`src/eth_tx_pkg.sv`:
```
`default_nettype none

package eth_tx_pkg;

  localparam int MAX_FRAME_LEN   = 32;  // largest frame in bytes
  localparam int BYTE_FIFO_DEPTH = 128;
  localparam int DESC_FIFO_DEPTH = 4;
  localparam int IFG_TICKS       = 12;  // idle cycles after each frame
  localparam int N_SRC           = 2;
  localparam int SRC_ARP         = 0;
  localparam int SRC_IPV4        = 1;

  // wide enough to hold MAX_FRAME_LEN itself
  localparam int LEN_W = $clog2(MAX_FRAME_LEN + 1);

  typedef logic [47:0] mac_addr_t;
  typedef logic [15:0] ethertype_t;

  typedef struct packed {
    mac_addr_t  dst;
    mac_addr_t  src;
    ethertype_t ethertype;
  } mac_hdr_t;

  typedef logic [LEN_W-1:0] frame_len_t;

  // one entry per accepted frame, queued next to the frame bytes
  typedef struct packed {
    mac_hdr_t   hdr;
    frame_len_t len;
  } frame_desc_t;

endpackage

`default_nettype wire

```
`src/sync_fifo.sv`:
```
`default_nettype none

module sync_fifo #(
  parameter type T     = logic [7:0],
  parameter int  DEPTH = 16
) (
  input  wire logic                       clk,
  input  wire logic                       reset,
  input  wire logic                       push,
  input  wire T                           din,
  input  wire logic                       pop,
  output T                                dout,
  output logic                            empty,
  output logic [$clog2(DEPTH + 1) - 1:0]  free
);

  localparam int AW = (DEPTH > 1) ? $clog2(DEPTH) : 1;
  localparam int CW = $clog2(DEPTH + 1);

  T mem [DEPTH];

  logic [AW-1:0] wr_ptr;
  logic [AW-1:0] rd_ptr;
  logic [CW-1:0] count;
  logic          do_push;
  logic          do_pop;

  // a push into a full buffer or a pop from an empty one is ignored
  assign do_push = push && (count != CW'(DEPTH));
  assign do_pop  = pop && (count != '0);

  always_ff @(posedge clk) begin
    if (do_push) mem[wr_ptr] <= din;
  end

  always_ff @(posedge clk) begin
    if (reset) begin
      wr_ptr <= '0;
      rd_ptr <= '0;
      count  <= '0;
    end else begin
      if (do_push) begin
        wr_ptr <= (wr_ptr == AW'(DEPTH - 1)) ? '0 : wr_ptr + 1'b1;
      end
      if (do_pop) begin
        rd_ptr <= (rd_ptr == AW'(DEPTH - 1)) ? '0 : rd_ptr + 1'b1;
      end
      count <= count + CW'(do_push) - CW'(do_pop);
    end
  end

  assign dout  = mem[rd_ptr];  // head entry shows without a pop
  assign empty = (count == '0);
  assign free  = CW'(DEPTH) - count;

endmodule

`default_nettype wire

```
`src/src_buffer.sv`:
```
`default_nettype none

module src_buffer (
  input  wire logic                   clk,
  input  wire logic                   reset,
  input  wire logic                   v,
  input  wire logic [7:0]             d,
  input  wire eth_tx_pkg::mac_hdr_t   hdr,
  output logic                        drop,
  output logic                        desc_avail,
  output eth_tx_pkg::frame_desc_t     desc_out,
  input  wire logic                   desc_pop,
  input  wire logic                   byte_pop,
  output logic [7:0]                  byte_out
);

  import eth_tx_pkg::*;

  logic [$clog2(BYTE_FIFO_DEPTH + 1) - 1:0] byte_free;
  logic [$clog2(DESC_FIFO_DEPTH + 1) - 1:0] desc_free;

  logic        v_q;
  logic        accepting;  // the frame in progress was admitted
  logic        start;
  logic        admit;
  logic        byte_push;
  logic        desc_push;
  logic        desc_empty;
  frame_len_t  len_q;
  mac_hdr_t    hdr_q;
  frame_desc_t desc_in;

  assign start = v && !v_q;

  // room for a worst-case frame must exist before its first byte lands
  assign admit = (byte_free >= MAX_FRAME_LEN) && (desc_free != '0);

  assign byte_push = v && (start ? admit : accepting);
  assign desc_push = v_q && !v && accepting;  // the cycle after the last byte

  always_ff @(posedge clk) begin
    if (reset) begin
      v_q       <= 1'b0;
      accepting <= 1'b0;
      drop      <= 1'b0;
    end else begin
      v_q  <= v;
      drop <= start && !admit;
      if (start) accepting <= admit;
    end
  end

  always_ff @(posedge clk) begin
    if (start) begin
      hdr_q <= hdr;
      len_q <= frame_len_t'(1);
    end else if (v) begin
      len_q <= len_q + 1'b1;
    end
  end

  assign desc_in.hdr = hdr_q;
  assign desc_in.len = len_q;

  sync_fifo #(
    .T     (logic [7:0]),
    .DEPTH (BYTE_FIFO_DEPTH)
  ) byte_fifo (
    .clk   (clk),
    .reset (reset),
    .push  (byte_push),
    .din   (d),
    .pop   (byte_pop),
    .dout  (byte_out),
    .empty (),
    .free  (byte_free)
  );

  sync_fifo #(
    .T     (frame_desc_t),
    .DEPTH (DESC_FIFO_DEPTH)
  ) desc_fifo (
    .clk   (clk),
    .reset (reset),
    .push  (desc_push),
    .din   (desc_in),
    .pop   (desc_pop),
    .dout  (desc_out),
    .empty (desc_empty),
    .free  (desc_free)
  );

  assign desc_avail = !desc_empty;

endmodule

`default_nettype wire

```
`src/tx_byte_counter.sv`:
```
`default_nettype none

module tx_byte_counter (
  input  wire logic                  clk,
  input  wire logic                  reset,
  input  wire logic                  load,
  input  wire eth_tx_pkg::frame_len_t load_value,
  output logic                       done
);

  import eth_tx_pkg::*;

  frame_len_t count;

  // counts down every cycle and parks at zero
  always_ff @(posedge clk) begin
    if (reset) begin
      count <= '0;
    end else if (load) begin
      count <= load_value;
    end else if (count != '0) begin
      count <= count - 1'b1;
    end
  end

  // high on the last cycle of a loaded run, so a load of n spans n cycles
  assign done = (count == frame_len_t'(1));

endmodule

`default_nettype wire

```
`src/tx_arbiter_fsm.sv`:
```
`default_nettype none

module tx_arbiter_fsm (
  input  wire logic                   clk,
  input  wire logic                   reset,
  input  wire logic                   arp_desc_avail,
  input  wire logic                   ipv4_desc_avail,
  input  wire eth_tx_pkg::frame_len_t arp_desc_len,
  input  wire eth_tx_pkg::frame_len_t ipv4_desc_len,
  input  wire logic                   tx_rdy,
  output logic                        tx_avl,
  output logic                        cnt_load,
  output eth_tx_pkg::frame_len_t      cnt_value,
  input  wire logic                   cnt_done,
  output logic                        sel,
  output logic                        arp_desc_pop,
  output logic                        ipv4_desc_pop,
  output logic                        arp_byte_pop,
  output logic                        ipv4_byte_pop,
  output logic                        hdr_load,
  output logic                        byte_valid
);

  import eth_tx_pkg::*;

  typedef enum logic [2:0] {
    IDLE,
    OFFER,
    START,
    SEND,
    GAP
  } state_t;

  state_t state;
  logic   last_sel;  // source served most recently
  logic   pick;

  // on a tie the source that was not served last goes next
  always_comb begin
    if (arp_desc_avail && ipv4_desc_avail) begin
      pick = (last_sel == 1'(SRC_ARP)) ? 1'(SRC_IPV4) : 1'(SRC_ARP);
    end else if (ipv4_desc_avail) begin
      pick = 1'(SRC_IPV4);
    end else begin
      pick = 1'(SRC_ARP);
    end
  end

  always_ff @(posedge clk) begin
    if (reset) begin
      state    <= IDLE;
      sel      <= 1'(SRC_ARP);
      last_sel <= 1'(SRC_ARP);
    end else begin
      case (state)
        IDLE: begin
          if (arp_desc_avail || ipv4_desc_avail) begin
            sel   <= pick;
            state <= OFFER;
          end
        end
        OFFER: if (tx_rdy) state <= START;  // rdy only counts while offering
        START: begin
          last_sel <= sel;
          state    <= SEND;
        end
        SEND: if (cnt_done) state <= GAP;
        GAP: if (cnt_done) state <= IDLE;
        default: state <= IDLE;
      endcase
    end
  end

  assign tx_avl = (state == OFFER);

  // frame length goes in on START, the gap length on the last byte
  assign cnt_load  = (state == START) || ((state == SEND) && cnt_done);
  assign cnt_value = (state == START) ?
                     ((sel == 1'(SRC_IPV4)) ? ipv4_desc_len : arp_desc_len) :
                     frame_len_t'(IFG_TICKS);

  assign hdr_load   = (state == START);
  assign byte_valid = (state == SEND);

  assign arp_desc_pop  = (state == START) && (sel == 1'(SRC_ARP));
  assign ipv4_desc_pop = (state == START) && (sel == 1'(SRC_IPV4));
  assign arp_byte_pop  = (state == SEND) && (sel == 1'(SRC_ARP));
  assign ipv4_byte_pop = (state == SEND) && (sel == 1'(SRC_IPV4));

endmodule

`default_nettype wire

```
`src/tx_output_stage.sv`:
```
`default_nettype none

module tx_output_stage (
  input  wire logic                    clk,
  input  wire logic                    reset,
  input  wire logic                    sel,
  input  wire logic                    hdr_load,
  input  wire logic                    byte_valid,
  input  wire eth_tx_pkg::frame_desc_t arp_desc,
  input  wire eth_tx_pkg::frame_desc_t ipv4_desc,
  input  wire logic [7:0]              arp_byte,
  input  wire logic [7:0]              ipv4_byte,
  output logic                         tx_v,
  output logic [7:0]                   tx_d,
  output eth_tx_pkg::mac_hdr_t         tx_hdr
);

  import eth_tx_pkg::*;

  logic [7:0] byte_q;
  logic       valid_q;

  always_ff @(posedge clk) begin
    if (reset) begin
      valid_q <= 1'b0;
      tx_v    <= 1'b0;
    end else begin
      valid_q <= byte_valid;
      tx_v    <= valid_q;  // two stages from pop to the MAC
    end
  end

  always_ff @(posedge clk) begin
    if (hdr_load) begin
      tx_hdr <= (sel == 1'(SRC_IPV4)) ? ipv4_desc.hdr : arp_desc.hdr;
    end
    if (byte_valid) begin
      byte_q <= (sel == 1'(SRC_IPV4)) ? ipv4_byte : arp_byte;  // head byte as it pops
    end
    tx_d <= byte_q;
  end

endmodule

`default_nettype wire

```
`src/eth_tx_mux.sv`:
```
`default_nettype none

module eth_tx_mux (
  input  wire logic                 clk,
  input  wire logic                 reset,

  input  wire logic                 arp_v,
  input  wire logic [7:0]           arp_d,
  input  wire eth_tx_pkg::mac_hdr_t arp_hdr,
  output logic                      arp_drop,

  input  wire logic                 ipv4_v,
  input  wire logic [7:0]           ipv4_d,
  input  wire eth_tx_pkg::mac_hdr_t ipv4_hdr,
  output logic                      ipv4_drop,

  output logic                      tx_avl,
  input  wire logic                 tx_rdy,
  output logic                      tx_v,
  output logic [7:0]                tx_d,
  output eth_tx_pkg::mac_hdr_t      tx_hdr
);

  import eth_tx_pkg::*;

  frame_desc_t arp_desc;
  frame_desc_t ipv4_desc;
  frame_len_t  cnt_value;
  logic [7:0]  arp_byte;
  logic [7:0]  ipv4_byte;
  logic        arp_desc_avail;
  logic        ipv4_desc_avail;
  logic        arp_desc_pop;
  logic        ipv4_desc_pop;
  logic        arp_byte_pop;
  logic        ipv4_byte_pop;
  logic        cnt_load;
  logic        cnt_done;
  logic        sel;
  logic        hdr_load;
  logic        byte_valid;

  src_buffer arp_buf (
    .clk        (clk),
    .reset      (reset),
    .v          (arp_v),
    .d          (arp_d),
    .hdr        (arp_hdr),
    .drop       (arp_drop),
    .desc_avail (arp_desc_avail),
    .desc_out   (arp_desc),
    .desc_pop   (arp_desc_pop),
    .byte_pop   (arp_byte_pop),
    .byte_out   (arp_byte)
  );

  src_buffer ipv4_buf (
    .clk        (clk),
    .reset      (reset),
    .v          (ipv4_v),
    .d          (ipv4_d),
    .hdr        (ipv4_hdr),
    .drop       (ipv4_drop),
    .desc_avail (ipv4_desc_avail),
    .desc_out   (ipv4_desc),
    .desc_pop   (ipv4_desc_pop),
    .byte_pop   (ipv4_byte_pop),
    .byte_out   (ipv4_byte)
  );

  tx_arbiter_fsm arbiter (
    .clk             (clk),
    .reset           (reset),
    .arp_desc_avail  (arp_desc_avail),
    .ipv4_desc_avail (ipv4_desc_avail),
    .arp_desc_len    (arp_desc.len),
    .ipv4_desc_len   (ipv4_desc.len),
    .tx_rdy          (tx_rdy),
    .tx_avl          (tx_avl),
    .cnt_load        (cnt_load),
    .cnt_value       (cnt_value),
    .cnt_done        (cnt_done),
    .sel             (sel),
    .arp_desc_pop    (arp_desc_pop),
    .ipv4_desc_pop   (ipv4_desc_pop),
    .arp_byte_pop    (arp_byte_pop),
    .ipv4_byte_pop   (ipv4_byte_pop),
    .hdr_load        (hdr_load),
    .byte_valid      (byte_valid)
  );

  tx_byte_counter byte_counter (
    .clk        (clk),
    .reset      (reset),
    .load       (cnt_load),
    .load_value (cnt_value),
    .done       (cnt_done)
  );

  tx_output_stage output_stage (
    .clk        (clk),
    .reset      (reset),
    .sel        (sel),
    .hdr_load   (hdr_load),
    .byte_valid (byte_valid),
    .arp_desc   (arp_desc),
    .ipv4_desc  (ipv4_desc),
    .arp_byte   (arp_byte),
    .ipv4_byte  (ipv4_byte),
    .tx_v       (tx_v),
    .tx_d       (tx_d),
    .tx_hdr     (tx_hdr)
  );

endmodule

`default_nettype wire

```
`config.mk`:
```
export PLATFORM = sky130hd
export DESIGN_NAME = eth_tx_mux
export DESIGN_NICKNAME = d
export VERILOG_FILES = /design/src/eth_tx_pkg.sv /design/src/sync_fifo.sv /design/src/src_buffer.sv /design/src/tx_byte_counter.sv /design/src/tx_arbiter_fsm.sv /design/src/tx_output_stage.sv /design/src/eth_tx_mux.sv
export SDC_FILE = /design/constraint.sdc
export NUM_CORES = 2
export LEC_CHECK = 0
export BUFFER_PORTS_ARGS = -buffer_cell sky130_fd_sc_hd__buf_4
export CORE_MARGIN = 4
export CORE_UTILIZATION = 50
export CTS_BUF_LIST = sky130_fd_sc_hd__clkbuf_4
export CTS_CLUSTER_DIAMETER = 40
export CTS_CLUSTER_SIZE = 28
export DETAILED_ROUTE_END_ITERATION = 8
export PLACE_DENSITY = 0.66
export SLEW_MARGIN = 20
export SYNTH_ARGS = -nofsm -noshare
export SYNTH_HDL_FRONTEND = slang
export SYNTH_HIERARCHICAL = 1
export SYNTH_SLANG_ARGS = --single-unit
```
`constraint.sdc`:
```
create_clock -name clk -period 6.6 [get_ports clk]
set_input_delay 0.33 -clock clk [delete_from_list [all_inputs] [get_ports clk]]
set_output_delay 0.33 -clock clk [all_outputs]
set_load 0.005 [all_outputs]
```
==> metrics.md <==
| Metric | Value |
|---|---|
| Outcome | finished clean |
| Syn_nets | 6390 |
| Number of hold violations in the final report | 0 |
| Mapped Area | 0.131 mm2 |
| CP startpoint kind | flip-flop |
| WL per Instance | 27.8 um |
| Finished Core Util | 58.0% |
| Final routed wirelength across all metal layers | 309000 um |
| Fmax | 221 MHz |
| Data required time of the critical path | 7560 ps |
| Overall power consumption | 0.0416 W |
| Global-route wire length before repair | 455000 um |
| Placed wire-length estimate | 173000 um |
| Headroom to the max-slew limit | 23.0% |
| Share of cells above drive strength 1 | 28.7% |
| Vias in the first global route | 67111 |
| Antenna violations before repair | 38 |
| Overflow left after global routing | 0 |
| Clock transition at the registers of the reported paths | 110 ps |
| Site row count | 187 |
| Number of remaining DRC errors | 0 |
| Number of max-slew violations in the final report | 0 |
| Area overhead of the layout relative to synthesis | 15.4% |
| Slowest stage cell on the critical path | sky130_fd_sc_hd__nor2_1 |
| Number of CTS-inserted buffers | 439 |
| # Max-Cap Violations | 0 |
| Synth Instances | 6083 |
| Violation count after the first detailed-route iteration | 7139 |
| Die height | 519 um |
| Static leakage | 46.8 nW |
| Initial cell density of the core | 50.3% |
| CP endpoint kind | flip-flop |
| Synthesized area per cell | 21.5 um2 |
| Critical path, cell by cell | nand2b_1 > inv_6 > a22o_1 > a21boi_2 > inv_1 > nor2_1 > nand3_2 > nor2_1 |
| Clock Tree Buf Depth | 4 |
| Remaining number of nets flagged by the antenna check after routing | 0 |
| Clock skew | 197 ps |
| Depth of the worst register-to-register path | 8 |
| Width of the die | 519 um |
| Worst ir drop on vdd | 158 uV |
| Launching point of the worst reg2reg path | arp_buf/v_q |
| Period minus WS final | 4520 ps |
| Measured slew at the worst slew-check pin | 1150 ps |
| Peak per-stage delay on the critical path | 870 ps |
| Worst min-delay path class | in -> reg |
| Post-detailed-route via-to-cell ratio | 5.95 |
| H-Tree Level Count | 5 |
| Number of placed I/O pins | 369 |
| Setup repair after global routing missed its margin | false |
| Final setup violation count | 0 |
| Length of the first detailed-routing pass in iterations | 6 |
| TritonCTS sink count | 3451 |
| Clock latency at the later pin of the worst-skew pair | 1500 ps |
| Worst hold path depth | 2 |
| Root Driver | sky130_fd_sc_hd__clkbuf_4 |
| Core Box Area | 0.260 mm2 |
| Maximum number of pins on one net before global-route repair | 119 |
| Internal reg-to-reg setup slack | 2080 ps |
| Final estimated routing congestion in global placement | 0.812 |
| Endpoint of the lowest-slack register-to-register path | arp_buf/byte_fifo/mem[19][4] |
| Buffers added on ports | 368 |
| Number of synthesis warnings | 6 |
| Worst hold start | arp_d[3] |
| Worst-path maximum fanout | 68 |
| Critical path class | reg -> reg |
| Setup_tns | 0 ps |
| Hold Crit Endpoint | arp_buf/byte_fifo/mem[11][3] |
| Clock tree from TritonCTS | built |
| Number of vias after detailed routing | 65937 |
| Power density relative to cell area | 276 mW/mm2 |
| Net count of the finished layout | 7578 |
| Combined global-route utilization of all metal layers | 22.7% |
| Share of the clock period used by the worst path after layout | 68.4% |
| Worst endpoint data arrival time | 5480 ps |
| Die area | 0.269 mm2 |
| Cell with the most instances on the worst path | sky130_fd_sc_hd__nor2_1 |
==> metrics by stage <==
stage | setup slack, ps | std cells | instance area, um2 | hold WS [ps]
after floorplan | 1400 | 6083 | 131000 | 323
after global placement | 2260 | 9635 | 137000 | 397
after detailed placement | 2120 | 9635 | 137000 | 400
after CTS | 2110 | 11054 | 151000 | 1.09
after global routing | 1840 | 11068 | 151000 | 99.2
final | 2080 | 11081 | 151000 | 178
==> timing repair <==
item                                     CTS  global route
hold buffers                             597             0
endpoints found under the setup margin     0             0
buffers inserted                           0             0
endpoints found under the hold margin   2484             0
resized for setup                          0             0
==> final cells by class <==
type                       instances  area, um2
antenna                           27       67.6
clock buffer                     483       3630
clock inverter                   339       3850
fill                           18677     109000
inverter                          54        218
multi-input combinational       2270      26300
sequential                      3451     103000
tap                             3402       4260
timing repair buffer            1055       9790
==> worst max-delay path by stage <==
stage                start                            to  slack (ps)  cells after the start
3_5_place_dp         arp_v  arp_buf/byte_fifo/mem[51][1]        2120                      9
6_report       arp_buf/v_q  arp_buf/byte_fifo/mem[19][4]        2080                      8
3_3_place_gp         arp_v  arp_buf/byte_fifo/mem[11][3]        2260                      9
2_1_floorplan  arp_buf/v_q    arp_buf/byte_fifo/count[6]        1400                     16
4_1_cts        arp_buf/v_q  arp_buf/byte_fifo/mem[91][4]        2110                      8
5_1_grt        arp_buf/v_q  arp_buf/byte_fifo/mem[19][3]        1840                      8
==> cells in the final DEF, fill, tap and decap left out, types with 35 or more instances in the layout <==
cell	count
sky130_fd_sc_hd__a21oi_1	56
sky130_fd_sc_hd__a22o_1	36
sky130_fd_sc_hd__a22oi_1	160
sky130_fd_sc_hd__buf_4	438
sky130_fd_sc_hd__bufinv_16	56
sky130_fd_sc_hd__clkbuf_4	483
sky130_fd_sc_hd__clkinv_1	35
sky130_fd_sc_hd__clkinv_2	50
sky130_fd_sc_hd__clkinv_4	44
sky130_fd_sc_hd__clkinvlp_4	56
sky130_fd_sc_hd__dfxtp_1	106
sky130_fd_sc_hd__dlygate4sd3_1	586
sky130_fd_sc_hd__edfxtp_1	3336
sky130_fd_sc_hd__ha_1	58
sky130_fd_sc_hd__inv_1	51
sky130_fd_sc_hd__inv_6	59
sky130_fd_sc_hd__mux2_2	248
sky130_fd_sc_hd__mux2i_1	145
sky130_fd_sc_hd__mux4_2	613
sky130_fd_sc_hd__nand2_1	59
sky130_fd_sc_hd__nor2_1	370
sky130_fd_sc_hd__o21ai_0	69
sky130_fd_sc_hd__o221ai_1	49
sky130_fd_sc_hd__o22ai_1	48
==> critical path: cells and delay by family (launching register included) <==
family,cells,cell delay [ps]
AO/OA/AOI/OAI,2,680
flip-flops,1,360
buffers and inverters,2,770
AND/OR/NAND/NOR,4,2230
==> state kept, by name, indices dropped and copies added (netlist names), 6 cells and up, named ones only <==
register and flops:
ipv4_buf/byte_fifo/mem 1024, output_stage/tx_d 8, arp_buf/byte_fifo/mem 1024, ipv4_buf/len_q 6
arp_buf/byte_fifo/wr_ptr 7, arp_buf/len_q 6, output_stage/tx_hdr 112, byte_counter/count 6
ipv4_buf/byte_fifo/rd_ptr 7, ipv4_buf/desc_fifo/mem 472, output_stage/byte_q 8, ipv4_buf/byte_fifo/wr_ptr 7
arp_buf/byte_fifo/rd_ptr 7, ipv4_buf/byte_fifo/count 8, arp_buf/byte_fifo/count 8, ipv4_buf/desc_in 112
arp_buf/desc_fifo/mem 472, arp_buf/desc_in 112
==> routing by layer <==
metal  track usage (%)  share of wire, %  vias to the layer above
met4              6.68               2.9                       30
li1                  -                 -                    27830
met1              33.0                41                    34499
met5                 0             0.058                        -
met2              35.2                47                     3036
met3              4.50               8.9                      542
==> power by group <==
part | switching, W | internal [W] | total [W]
Clock | 0.00826 | 0.00624 | 0.0145
Combinational | 0.00147 | 0.00104 | 0.00251
Sequential | 0.000229 | 0.0244 | 0.0246
Total | 0.00996 | 0.0317 | 0.0416
Power figures use the tool's default switching activity.
